<file path="src/snake_pkg.sv">
package snake_pkg;

	// board geometry
	localparam int board_dim = 8;
	localparam int cell_count = 64;

	// tick periods in clock cycles, scaled for simulation
	localparam int step_cycles = 2048;
	localparam int second_cycles = 4096;
	localparam int scan_cycles = 16;
	localparam int scan_phases = 8;

	// row and column of one board cell
	typedef struct packed {
		logic [2:0] row;
		logic [2:0] col;
	} cell_rc_t;

	// one cell, read flat for the body store and the search stride,
	// or split for movement and drawing
	typedef union packed {
		logic [5:0] idx;
		cell_rc_t rc;
	} cell_t;

	typedef enum logic [1:0] {
		dir_up,
		dir_down,
		dir_left,
		dir_right
	} dir_t;

	typedef enum logic {
		stage_playing,
		stage_over
	} stage_t;

	typedef struct packed {
		logic up;
		logic down;
		logic left;
		logic right;
	} dir_keys_t;

	// three packed BCD digits, hundreds at the top
	typedef logic [11:0] bcd3_t;

	// picture handed from the engine to the display
	typedef struct packed {
		logic [cell_count-1:0] occupancy;
		cell_t head;
		cell_t apple;
		stage_t stage;
	} board_t;

	// row 3, column 4
	localparam cell_t apple_start = 6'b011_100;
	// odd, so the walk covers every cell
	localparam logic [5:0] apple_stride = 6'd39;
	localparam logic [7:0] lfsr_seed = 8'hb5;

	// segment a in bit 7, dp in bit 0; listed from 9 down to 0
	localparam logic [9:0][7:0] seg_patterns = {
		8'hf6, 8'hfe, 8'he0, 8'hbe, 8'hb6,
		8'h66, 8'hf2, 8'hda, 8'h60, 8'hfc
	};

endpackage
</file>
<file path="src/snake_top.sv">
module snake_top import snake_pkg::*; (
	input  logic      clk,
	input  logic      reset,
	input  dir_keys_t keys,
	output logic [7:0] led_segout,
	output logic [2:0] led_scanout,
	output logic [7:0] matrix_segout_r,
	output logic [7:0] matrix_segout_g,
	output logic [7:0] matrix_scanout
);

	logic step_tick;
	logic sec_tick;
	logic [2:0] scan_phase;
	logic apple_req_valid;
	logic apple_req_ready;
	logic apple_rsp_valid;
	cell_t apple_rsp_cell;
	logic score_inc;
	logic timer_en;
	logic timer_inc;
	board_t board;
	bcd3_t timer;
	bcd3_t score;

	// seconds only count while the game runs
	assign timer_inc = sec_tick && timer_en;

	tick_gen tick0 (
		.clk        (clk),
		.reset      (reset),
		.step_tick  (step_tick),
		.sec_tick   (sec_tick),
		.scan_phase (scan_phase)
	);

	snake_engine engine0 (
		.clk             (clk),
		.reset           (reset),
		.step_tick       (step_tick),
		.keys            (keys),
		.apple_req_valid (apple_req_valid),
		.apple_req_ready (apple_req_ready),
		.apple_rsp_valid (apple_rsp_valid),
		.apple_rsp_cell  (apple_rsp_cell),
		.score_inc       (score_inc),
		.timer_en        (timer_en),
		.board           (board)
	);

	apple_place apple0 (
		.clk       (clk),
		.reset     (reset),
		.occupancy (board.occupancy),
		.req_valid (apple_req_valid),
		.req_ready (apple_req_ready),
		.rsp_valid (apple_rsp_valid),
		.rsp_cell  (apple_rsp_cell)
	);

	bcd_counter timer0 (
		.clk   (clk),
		.reset (reset),
		.inc   (timer_inc),
		.value (timer)
	);

	bcd_counter score0 (
		.clk   (clk),
		.reset (reset),
		.inc   (score_inc),
		.value (score)
	);

	display_scan disp0 (
		.clk             (clk),
		.reset           (reset),
		.scan_phase      (scan_phase),
		.board           (board),
		.timer           (timer),
		.score           (score),
		.led_segout      (led_segout),
		.led_scanout     (led_scanout),
		.matrix_segout_r (matrix_segout_r),
		.matrix_segout_g (matrix_segout_g),
		.matrix_scanout  (matrix_scanout)
	);

endmodule

</file>
<file path="src/display_scan.sv">
module display_scan import snake_pkg::*; (
	input  logic       clk,
	input  logic       reset,
	input  logic [2:0] scan_phase,
	input  board_t     board,
	input  bcd3_t      timer,
	input  bcd3_t      score,
	output logic [7:0] led_segout,
	output logic [2:0] led_scanout,
	output logic [7:0] matrix_segout_r,
	output logic [7:0] matrix_segout_g,
	output logic [7:0] matrix_scanout
);

	logic [board_dim-1:0] map_row;
	logic [board_dim-1:0] head_mark;
	logic [board_dim-1:0] apple_mark;
	logic [board_dim-1:0] red_next;
	logic [board_dim-1:0] green_next;
	logic [7:0] seg_next;

	// pixel of cell c if it sits in the scanned row
	function automatic logic [board_dim-1:0] row_mark(cell_t c, logic [2:0] row);
		logic [board_dim-1:0] mark;
		mark = '0;
		if (c.rc.row == row) begin
			mark = {1'b1, {(board_dim-1){1'b0}}} >> c.rc.col;
		end
		return mark;
	endfunction

	// place 2 is hundreds; leading zeros go dark, units always lit
	function automatic logic [7:0] digit_seg(bcd3_t v, int place);
		logic [3:0] d;
		logic lit;
		d = v[4*place +: 4];
		lit = (place == 0) || ((v >> (4 * place)) != '0);
		return lit ? seg_patterns[d] : 8'h00;
	endfunction

	assign map_row = board.occupancy[cell_count - 1 - board_dim * scan_phase -: board_dim];
	assign head_mark = row_mark(board.head, scan_phase);
	assign apple_mark = row_mark(board.apple, scan_phase);

	always_comb begin
		if (board.stage == stage_playing) begin
			green_next = map_row;
			red_next = head_mark | apple_mark;
		end else begin
			// game over, whole body in red
			green_next = '0;
			red_next = map_row;
		end
	end

	always_comb begin
		case (scan_phase)
			3'd0:    seg_next = digit_seg(timer, 2);
			3'd1:    seg_next = digit_seg(timer, 1);
			3'd2:    seg_next = digit_seg(timer, 0);
			3'd3:    seg_next = digit_seg(score, 2);
			3'd4:    seg_next = digit_seg(score, 1);
			3'd5:    seg_next = digit_seg(score, 0);
			default: seg_next = 8'h00;
		endcase
	end

	always_ff @(posedge clk or negedge reset) begin
		if (!reset) begin
			led_segout <= '0;
			led_scanout <= '0;
			matrix_segout_r <= '0;
			matrix_segout_g <= '0;
			matrix_scanout <= '0;
		end else begin
			led_segout <= seg_next;
			// phases 6 and 7 park on digit 0 with segments dark
			led_scanout <= (scan_phase < 3'd6) ? scan_phase : 3'd0;
			matrix_segout_r <= red_next;
			matrix_segout_g <= green_next;
			matrix_scanout <= 8'b1 << scan_phase;
		end
	end

	// the head pixel always sits on the drawn map
	a_head_on_map: assert property (@(posedge clk) disable iff (!reset)
		board.occupancy[cell_count - 1 - board.head.idx]);

endmodule

</file>
<file path="src/apple_place.sv">
module apple_place import snake_pkg::*; (
	input  logic                  clk,
	input  logic                  reset,
	input  logic [cell_count-1:0] occupancy,
	input  logic                  req_valid,
	output logic                  req_ready,
	output logic                  rsp_valid,
	output cell_t                 rsp_cell
);

	logic [7:0] lfsr;
	logic busy;
	cell_t cand;
	// map as it was when the request was taken
	logic [cell_count-1:0] occ_snap;
	logic cand_free;
	logic accept;

	assign req_ready = !busy;
	assign accept = req_valid && req_ready;
	assign cand_free = !occ_snap[cell_count - 1 - cand.idx];

	// taps 8,6,5,4
	always_ff @(posedge clk or negedge reset) begin
		if (!reset) begin
			lfsr <= lfsr_seed;
		end else begin
			lfsr <= {lfsr[6:0], lfsr[7] ^ lfsr[5] ^ lfsr[4] ^ lfsr[3]};
		end
	end

	always_ff @(posedge clk or negedge reset) begin
		if (!reset) begin
			busy <= 1'b0;
			rsp_valid <= 1'b0;
		end else begin
			rsp_valid <= 1'b0;
			if (accept) begin
				busy <= 1'b1;
			end else if (rsp_valid) begin
				// idle again once the response has gone out
				busy <= 1'b0;
			end else if (busy && cand_free) begin
				rsp_valid <= 1'b1;
			end
		end
	end

	// one candidate per cycle, stride walk modulo 64
	always_ff @(posedge clk) begin
		if (accept) begin
			cand.idx <= lfsr[5:0];
			occ_snap <= occupancy;
		end else if (busy) begin
			if (cand_free) begin
				rsp_cell <= cand;
			end else begin
				cand.idx <= cand.idx + apple_stride;
			end
		end
	end

	a_rsp_not_idle: assert property (@(posedge clk) disable iff (!reset)
		rsp_valid |-> !req_ready);

endmodule

</file>
<file path="src/snake_engine.sv">
module snake_engine import snake_pkg::*; (
	input  logic      clk,
	input  logic      reset,
	input  logic      step_tick,
	input  dir_keys_t keys,
	output logic      apple_req_valid,
	input  logic      apple_req_ready,
	input  logic      apple_rsp_valid,
	input  cell_t     apple_rsp_cell,
	output logic      score_inc,
	output logic      timer_en,
	output board_t    board
);

	cell_t head;
	// body behind the head, trail[1] is the neck
	cell_t trail [1:cell_count-1];
	logic [$clog2(cell_count):0] length;
	logic [cell_count-1:0] occupancy;
	dir_t dir;
	dir_t req_dir;
	dir_t next_dir;
	cell_t apple;
	stage_t stage;
	// high from the eating step until the new apple arrives
	logic apple_busy;

	cell_t tail;
	cell_t next_head;
	logic [cell_count-1:0] occ_cleared;
	logic [cell_count-1:0] head_bit;
	logic advance;
	logic hit;
	logic eat;
	logic grow;

	function automatic logic [cell_count-1:0] cell_bit(cell_t c);
		return {1'b1, {(cell_count-1){1'b0}}} >> c.idx;
	endfunction

	// up/down and left/right share the upper bit
	function automatic logic is_reverse(dir_t a, dir_t b);
		return (a[1] == b[1]) && (a[0] != b[0]);
	endfunction

	assign advance = step_tick && (stage == stage_playing) && !apple_busy;
	assign next_dir = is_reverse(req_dir, dir) ? dir : req_dir;
	assign tail = (length == 1) ? head : trail[6'(length - 1'b1)];

	// three-bit row and column arithmetic wraps at the edges
	always_comb begin
		next_head = head;
		case (next_dir)
			dir_up:    next_head.rc.row = head.rc.row - 3'd1;
			dir_down:  next_head.rc.row = head.rc.row + 3'd1;
			dir_left:  next_head.rc.col = head.rc.col - 3'd1;
			default:   next_head.rc.col = head.rc.col + 3'd1;
		endcase
	end

	// the tail cell leaves in the same step, so it is free for the head
	assign occ_cleared = occupancy & ~cell_bit(tail);
	assign head_bit = cell_bit(next_head);
	assign hit = |(occ_cleared & head_bit);
	assign eat = (next_head == apple);
	// growth stops at 63 cells, leaving one cell for the apple
	assign grow = eat && (length < cell_count - 1);

	// last key seen, up has priority
	always_ff @(posedge clk or negedge reset) begin
		if (!reset) begin
			req_dir <= dir_down;
		end else if (keys.up) begin
			req_dir <= dir_up;
		end else if (keys.down) begin
			req_dir <= dir_down;
		end else if (keys.left) begin
			req_dir <= dir_left;
		end else if (keys.right) begin
			req_dir <= dir_right;
		end
	end

	always_ff @(posedge clk or negedge reset) begin
		if (!reset) begin
			head <= '0;
			length <= 1;
			occupancy <= cell_bit('0);
			dir <= dir_down;
			stage <= stage_playing;
			apple <= apple_start;
			apple_busy <= 1'b0;
			apple_req_valid <= 1'b0;
			score_inc <= 1'b0;
		end else begin
			score_inc <= 1'b0;
			if (apple_req_valid && apple_req_ready) begin
				apple_req_valid <= 1'b0;
			end
			if (apple_rsp_valid) begin
				apple <= apple_rsp_cell;
				apple_busy <= 1'b0;
			end
			if (advance) begin
				dir <= next_dir;
				if (hit) begin
					stage <= stage_over;
				end else begin
					head <= next_head;
					occupancy <= (grow ? occupancy : occ_cleared) | head_bit;
					if (grow) begin
						length <= length + 1'b1;
					end
					if (eat) begin
						score_inc <= 1'b1;
						apple_busy <= 1'b1;
						apple_req_valid <= 1'b1;
					end
				end
			end
		end
	end

	always_ff @(posedge clk) begin
		if (advance && !hit) begin
			trail[1] <= head;
			for (int i = 2; i < cell_count; i++) begin
				trail[i] <= trail[i-1];
			end
		end
	end

	assign timer_en = (stage == stage_playing);
	assign board = '{occupancy: occupancy, head: head, apple: apple, stage: stage};

	// the placer must never drop the apple onto the body
	a_apple_free: assert property (@(posedge clk) disable iff (!reset)
		(stage == stage_playing && !apple_busy) |-> !(|(occupancy & cell_bit(apple))));

endmodule

</file>
<file path="src/bcd_counter.sv">
module bcd_counter import snake_pkg::*; (
	input  logic  clk,
	input  logic  reset,
	input  logic  inc,
	output bcd3_t value
);

	bcd3_t value_next;

	// decimal ripple carry, 999 wraps to 000
	always_comb begin
		logic carry;
		carry = 1'b1;
		value_next = value;
		for (int d = 0; d < 3; d++) begin
			if (carry) begin
				if (value[4*d +: 4] == 4'd9) begin
					value_next[4*d +: 4] = 4'd0;
				end else begin
					value_next[4*d +: 4] = value[4*d +: 4] + 4'd1;
					carry = 1'b0;
				end
			end
		end
	end

	always_ff @(posedge clk or negedge reset) begin
		if (!reset) begin
			value <= '0;
		end else if (inc) begin
			value <= value_next;
		end
	end

endmodule

</file>
<file path="src/tick_gen.sv">
module tick_gen import snake_pkg::*; (
	input  logic       clk,
	input  logic       reset,
	output logic       step_tick,
	output logic       sec_tick,
	output logic [2:0] scan_phase
);

	localparam int step_w = $clog2(step_cycles);
	localparam int sec_w = $clog2(second_cycles);
	localparam int scan_w = $clog2(scan_cycles * scan_phases);

	logic [step_w-1:0] step_cnt;
	logic [sec_w-1:0] sec_cnt;
	logic [scan_w-1:0] scan_cnt;

	assign step_tick = (step_cnt == step_w'(step_cycles - 1));
	assign sec_tick = (sec_cnt == sec_w'(second_cycles - 1));
	// upper bits count the phases
	assign scan_phase = scan_cnt[scan_w-1 -: 3];

	always_ff @(posedge clk or negedge reset) begin
		if (!reset) begin
			step_cnt <= '0;
			sec_cnt <= '0;
			scan_cnt <= '0;
		end else begin
			step_cnt <= step_tick ? '0 : step_cnt + 1'b1;
			sec_cnt <= sec_tick ? '0 : sec_cnt + 1'b1;
			// wraps once per full frame
			scan_cnt <= scan_cnt + 1'b1;
		end
	end

endmodule

</file>
<file path="config.mk">
export PLATFORM = sky130hd
export DESIGN_NAME = snake_top
export DESIGN_NICKNAME = d
export VERILOG_FILES = /design/src/snake_pkg.sv /design/src/snake_top.sv /design/src/display_scan.sv /design/src/apple_place.sv /design/src/snake_engine.sv /design/src/bcd_counter.sv /design/src/tick_gen.sv
export SDC_FILE = /design/constraint.sdc
export NUM_CORES = 1
export LEC_CHECK = 0
export BUFFER_PORTS_ARGS = -buffer_cell sky130_fd_sc_hd__buf_2
export CORE_ASPECT_RATIO = 1.25
export CORE_MARGIN = 8
export CORE_UTILIZATION = 35
export CTS_BUF_LIST = sky130_fd_sc_hd__clkbuf_8
export CTS_CLUSTER_SIZE = 24
export DETAILED_ROUTE_END_ITERATION = 7
export PLACE_DENSITY = 0.58
export SETUP_SLACK_MARGIN = 0.05
export SYNTH_ARGS = -nofsm -noshare
export SYNTH_HDL_FRONTEND = slang
export SYNTH_SLANG_ARGS = --single-unit
</file>
<file path="constraint.sdc">
create_clock -name clk -period 12.2 [get_ports clk]
set_input_delay 1.83 -clock clk [delete_from_list [all_inputs] [get_ports clk]]
set_output_delay 1.83 -clock clk [all_outputs]
set_load 0.01 [all_outputs]
</file>
==> impl_metrics.json, run 1 <==
{
  "synth_top_area_share": 0.457,
  "synth_top_family_by_area": "multiplexers",
  "synth-edff-count": 454,
  "ir_worst_vdd_mv": 0.108,
  "io_pins": 41,
  "placementRows": 119,
  "path_delay_family": "buffers and inverters",
  "viasPerCell": 5.63,
  "hold_buffers": 0,
  "grt_pass1_vias": 19600,
  "wl_per_cell_um": 24.9,
  "fin_ws_ns": 2.78,
  "initial_core_util": 0.354,
  "timing.fmax_ghz": 0.106,
  "startpoint_type": "flop",
  "async_flop_share": 0.294,
  "ant_nets": 0,
  "synth.area.mux_share": 0.118,
  "worstPathRequired_ns": 12.52,
  "grt.total_usage": 0.174,
  "period_needed_ns": 9.42,
  "grt_pass1_wl_um": 127000,
  "crit_path_end_kind": "flop",
  "ys_seq_area_frac": 0.617,
  "crit_type": "reg2reg",
  "finalCritPeriodShare": 0.772,
  "place_hpwl_um": 57000,
  "die_x_um": 277,
  "synth_top_cell_by_area": "edfxtp_1",
  "clockBufferDepth": 3,
  "cts_tree": "done",
  "die_area_sq_mm": 0.0948,
  "htree_levels": 3,
  "skew_ns": 0.0454,
  "synth_ff_type": "edfxtp_1",
  "synthCells": 2130,
  "status": "finished clean",
  "cts-root-buf": "clkbuf_8",
  "synthXorXnorAreaFrac": 0.0197,
  "clk_latency_ns": 0.73,
  "hold_class": "reg2reg",
  "worstPathCellList": "inv_2 > ha_4 > buf_4 > mux4_2 > a221oi_1 > a311oi_1 > o32a_1 > o22ai_2 > nand2_1 > a221o_1 > or4_4 > nor4_2 > nand3_4 > inv_8 > buf_12",
  "yosys.area_share.adder": 0.0219,
  "hold_violations": 0,
  "gp_congestion": 1.00,
  "power.leakage_nw": 10.3,
  "synth.cell_area_sq_mm": 0.0298,
  "slew_headroom": 0.147,
  "ys_warn_count": 0,
  "post-cts-setup-buffer-count": 0,
  "synth_fp_nets": 2187,
  "cts_buffers": 104,
  "avgSynthCellArea_sq_um": 14.0,
  "worst_pin_slew_ns": 1.27,
  "powerDensity_mw_per_mm2": 127,
  "fin_setup_tns_ns": 0,
  "overflow": 0,
  "clock_sinks": 643,
  "grt_setup_unrepaired": "no",
  "ys_ff_latch": 643,
  "synth_area_leaders": "edfxtp_1 46%, dfrtp_1 15%, mux4_2 9.6%",
  "grt_max_degree": 178,
  "pre_cts_ws_ns": 2.72,
  "cp_slowest_stage_delay_ns": 1.09,
  "antenna_found_initial": 3,
  "slew_viol_final": 0,
  "synth_cell_types": 104,
  "drtIter0Drc": 1742,
  "crit_buf_inv": 4,
  "yosys.area_share.simple": 0.0894,
  "portBuffers": 39,
  "cts-resized-gates": 0,
  "drv_cap": 0,
  "syn2layout_area_growth_pct": 11.4,
  "fin_util": 0.394,
  "routed_wl_um": 83800,
  "num-nets-final": 2239,
  "dieHeight_um": 342,
  "drc": 0,
  "vias": 18900,
  "drtPass1Iterations": 6,
  "setup_violations": 0,
  "layout-drive-gt1-share": 0.186,
  "clk_pin_slew_ns": 0.06,
  "critPathArrivalTime_ns": 9.74,
  "synth_compound_area_frac": 0.108,
  "core_sq_mm": 0.0843,
  "cpMaxStageDelayCell": "dfstp_4",
  "cp_max_fo": 177
}
## placed cells by master, fill, tap and decap left out, types with 23 or more instances in the layout
cell type / n
a21oi_1: 72
and2_1: 23
and3_1: 27
buf_2: 38
buf_4: 36
clkbuf_8: 121
dfrtp_1: 177
edfxtp_1: 454
ha_1: 48
inv_1: 85
mux2i_1: 46
mux4_2: 127
nand2_1: 209
nand3_1: 54
nor2_1: 97
nor2b_1: 23
nor3_1: 27
o21ai_0: 73
o31ai_1: 108
xnor2_1: 32
xor2_1: 29
## layout make-up
class	count	area, sq um
clock buffers	120	1650
clock inverters	74	404
multi-input cells	1307	10700
flip-flops and latches	643	18400
inverters	50	195
well taps	1089	1360
repair buffers	76	494
diodes	1	2.50
fillers	7961	51100
## Yosys cell counts, types with 46 or more instances
| master | instances |
|---|---|
| dfrtp_1 | 177 |
| ha_1 | 49 |
| mux4_2 | 127 |
| o21ai_0 | 74 |
| a21oi_1 | 72 |
| nand3_1 | 54 |
| clkbuf_1 | 80 |
| mux2i_1 | 46 |
| edfxtp_1 | 454 |
| o31ai_1 | 108 |
| nor2_1 | 98 |
| nand2_1 | 209 |
| inv_1 | 48 |
## flip-flops by register name, indices dropped and copies added, names as in the netlist, 2 cells and up
signal,cells
tick0.sec_cnt,12
apple0.lfsr,8
disp0.led_segout,7
disp0.matrix_scanout,8
engine0.apple,6
apple0.rsp_cell,6
timer0.value,12
engine0.trail,378
apple0.occ_snap,64
tick0.step_cnt,11
engine0.length,7
disp0.matrix_segout_r,8
score0.value,12
engine0.req_dir,2
disp0.matrix_segout_g,8
engine0.occupancy,64
disp0.led_scanout,3
engine0.head,6
engine0.dir,2
tick0.scan_cnt,7
apple0.cand,6
## cells by family (layout without fill, tap and decap cells)
kind of cell,after synthesis,after routing
AO/OA/AOI/OAI,454,454
XOR/XNOR,64,64
AND/OR/NAND/NOR,547,547
multiplexers,190,190
buffers and inverters,180,320
flip-flops,643,643
other,1,2
adder cells (fa/ha/maj),51,51
## metal layers
layer  GRT usage  part of all wire
met1       0.218              0.41
met2       0.290              0.48
met3      0.0272             0.049
met4      0.0950             0.055
met5           0                 0
## power breakdown
group | switching, mW | internal (mW) | total [mW]
combinational | 0.0429 | 0.0108 | 0.0538
sequential | 0.00199 | 2.32 | 2.32
clock | 0.884 | 0.947 | 1.83
## per-stage QoR
step,hold WS (ns),total power [mW],std cells,instance area [sq um]
global route,0.385,4.36,3360,33200
global placement,0.342,2.42,3165,31100
detailed placement,0.339,2.42,3165,31100
floorplan,0.333,2.38,2130,29800
finish,0.369,4.20,3360,33200
CTS,0.378,4.27,3359,33200
## worst paths after layout
path	start	end	slack, ns	cells past startpoint
worst max register to register	engine0.length[0]	engine0.trail[22][3]	2.78	15
worst min register to register	apple0.lfsr[6]	apple0.lfsr[7]	0.37	0
worst min-delay path	apple0.lfsr[6]	apple0.lfsr[7]	0.37	0
max in group asynchronous	reset	engine0.occupancy[15]	9.13	3
min in group asynchronous	reset	score0.value[4]	1.20	1
worst max-delay path	engine0.length[0]	engine0.trail[22][3]	2.78	15
Note: power is estimated with default switching activity, not from simulation.
==> inputs of run 2 (changes only) <==
clock period = 9.5 ns   (was 12.2 ns; I/O delays follow)
==> impl_metrics.json, run 2 (synthesis gave the netlist of run 1 again) <==
{
  "viasPerCell": 5.65,
  "htree_levels": 3,
  "critPathArrivalTime_ns": 8.09,
  "startpoint_type": "flop",
  "routed_wl_um": 81800,
  "total_power_mw": 5.44,
  "io_pins": 41,
  "slew_headroom": 0.182,
  "cts_buffers": 104,
  "place_hpwl_um": 55200,
  "drtPass1Iterations": 6,
  "fin_area_sq_mm": 0.0333,
  "final_common_cell": "edfxtp_1",
  "fillers": 7819,
  "finalCritPeriodShare": 0.788,
  "largestRegisters": "engine0.trail x378, apple0.occ_snap x64, engine0.occupancy x64",
  "dieHeight_um": 342,
  "hold_buffers": 0,
  "overflow": 0,
  "cts_tree": "done",
  "wl_per_cell_um": 24.3,
  "placementRows": 119,
  "top_register": "engine0.trail",
  "status": "finished clean",
  "holdWs_ns": 0.358,
  "clockBufferDepth": 3,
  "portBuffers": 39,
  "worst_pin_slew_ns": 1.22,
  "use_met1": 0.214,
  "clk_latency_ns": 0.75,
  "fin_setup_tns_ns": 0,
  "busiest_layer": "met2",
  "worstPathRequired_ns": 10.10,
  "clock_sinks": 643,
  "multi_input_area_sq_mm": 0.0107,
  "slew_viol_final": 0,
  "crit_type": "reg2reg",
  "period_needed_ns": 7.49,
  "clk_pin_slew_ns": 0.06,
  "skew_ns": 0.0544,
  "grt_pass1_vias": 19500,
  "hold_path_depth": 0,
  "largest_register_ffs": 378,
  "grt_pass1_wl_um": 125000,
  "cts-root-buf": "clkbuf_8",
  "drv_cap": 0,
  "initial_core_util": 0.354,
  "powerDensity_mw_per_mm2": 163,
  "place_inst": 3171,
  "hold_violations": 0,
  "crit_path_end_kind": "flop",
  "post-cts-setup-buffer-count": 0,
  "drtIter0Drc": 1749,
  "fin_util": 0.395,
  "fin_ws_ns": 2.01,
  "reg2reg_depth": 17,
  "hold_class": "reg2reg",
  "die_x_um": 277,
  "cts-resized-gates": 0,
  "final_cell_mix": "454 x edfxtp_1, 209 x nand2_1, 177 x dfrtp_1",
  "core_sq_mm": 0.0843,
  "grt_max_degree": 119,
  "grtUsageMet3": 0.0318,
  "grt.total_usage": 0.170,
  "num-nets-final": 2245,
  "grt_setup_unrepaired": "no",
  "drc": 0,
  "antenna_found_initial": 4,
  "ant_nets": 0,
  "gp_congestion": 0.955,
  "dpl_cell_area_sq_mm": 0.0312,
  "met2_usage": 0.283,
  "fin_cells": 3366,
  "setup_violations": 0,
  "power.leakage_nw": 10.3,
  "ir_worst_vdd_mv": 0.106,
  "die_area_sq_mm": 0.0948,
  "layout-drive-gt1-share": 0.187,
  "seq_area_sq_mm": 0.0184,
  "cp_max_fo": 77,
  "pre_cts_ws_ns": 2.02,
  "syn2layout_area_growth_pct": 11.6,
  "timing.fmax_ghz": 0.133,
  "vias": 19000
}
run 2: final cells by class:
class / count / share of cell area
tap: 1089 / 0.0410
timing repair buffer: 82 / 0.0166
clock buffer: 117 / 0.0484
clock inverter: 76 / 0.0144
multi-input combinational: 1307 / 0.321
sequential: 643 / 0.552
inverter: 50 / 0.00587
antenna: 2 / 0.000150
run 2: worst max-delay path, cell delays in order, from the launching register on:
cell	delay [ns]
dfstp_4	0.89
inv_2	0.31
ha_4	0.83
buf_4	0.37
mux4_2	0.34
mux4_2	0.49
a2111o_1	0.44
o211ai_1	0.33
o221ai_1	0.45
o22a_1	0.31
a2111oi_0	0.38
o2111ai_1	0.21
nor3_1	0.37
nand3_4	0.16
buf_4	0.32
buf_4	0.42
nor2_1	0.27
mux2_2	0.37
run 2: path summary, 6_finish.rpt:
path                                         from                     to  slack (ns)
worst min register to register     apple0.lfsr[6]         apple0.lfsr[7]        0.36
min in group asynchronous                   reset        score0.value[4]        0.78
worst max-delay path            engine0.length[0]        engine0.head[1]        2.01
worst min-delay path               apple0.lfsr[6]         apple0.lfsr[7]        0.36
max in group asynchronous                   reset  engine0.occupancy[13]        7.02
worst max register to register  engine0.length[0]        engine0.head[1]        2.01
run 2: power by group:
part           switching (mW)  leakage [nW]  internal (mW)  total (mW)
Sequential           0.000625          5.22           2.98        2.98
Combinational          0.0552          3.90         0.0130      0.0682
Clock                    1.14          1.23           1.25        2.39
Total                    1.20          10.3           4.24        5.44
run 2: layer usage:
metal / routed length [um] / share of wire / vias up
met4: 3610 / 0.044 / 2
met1: 34100 / 0.42 / 9715
met5: 13 / 0.00016 / -
li1: - / - / 8440
met3: 4620 / 0.056 / 193
met2: 39500 / 0.48 / 652
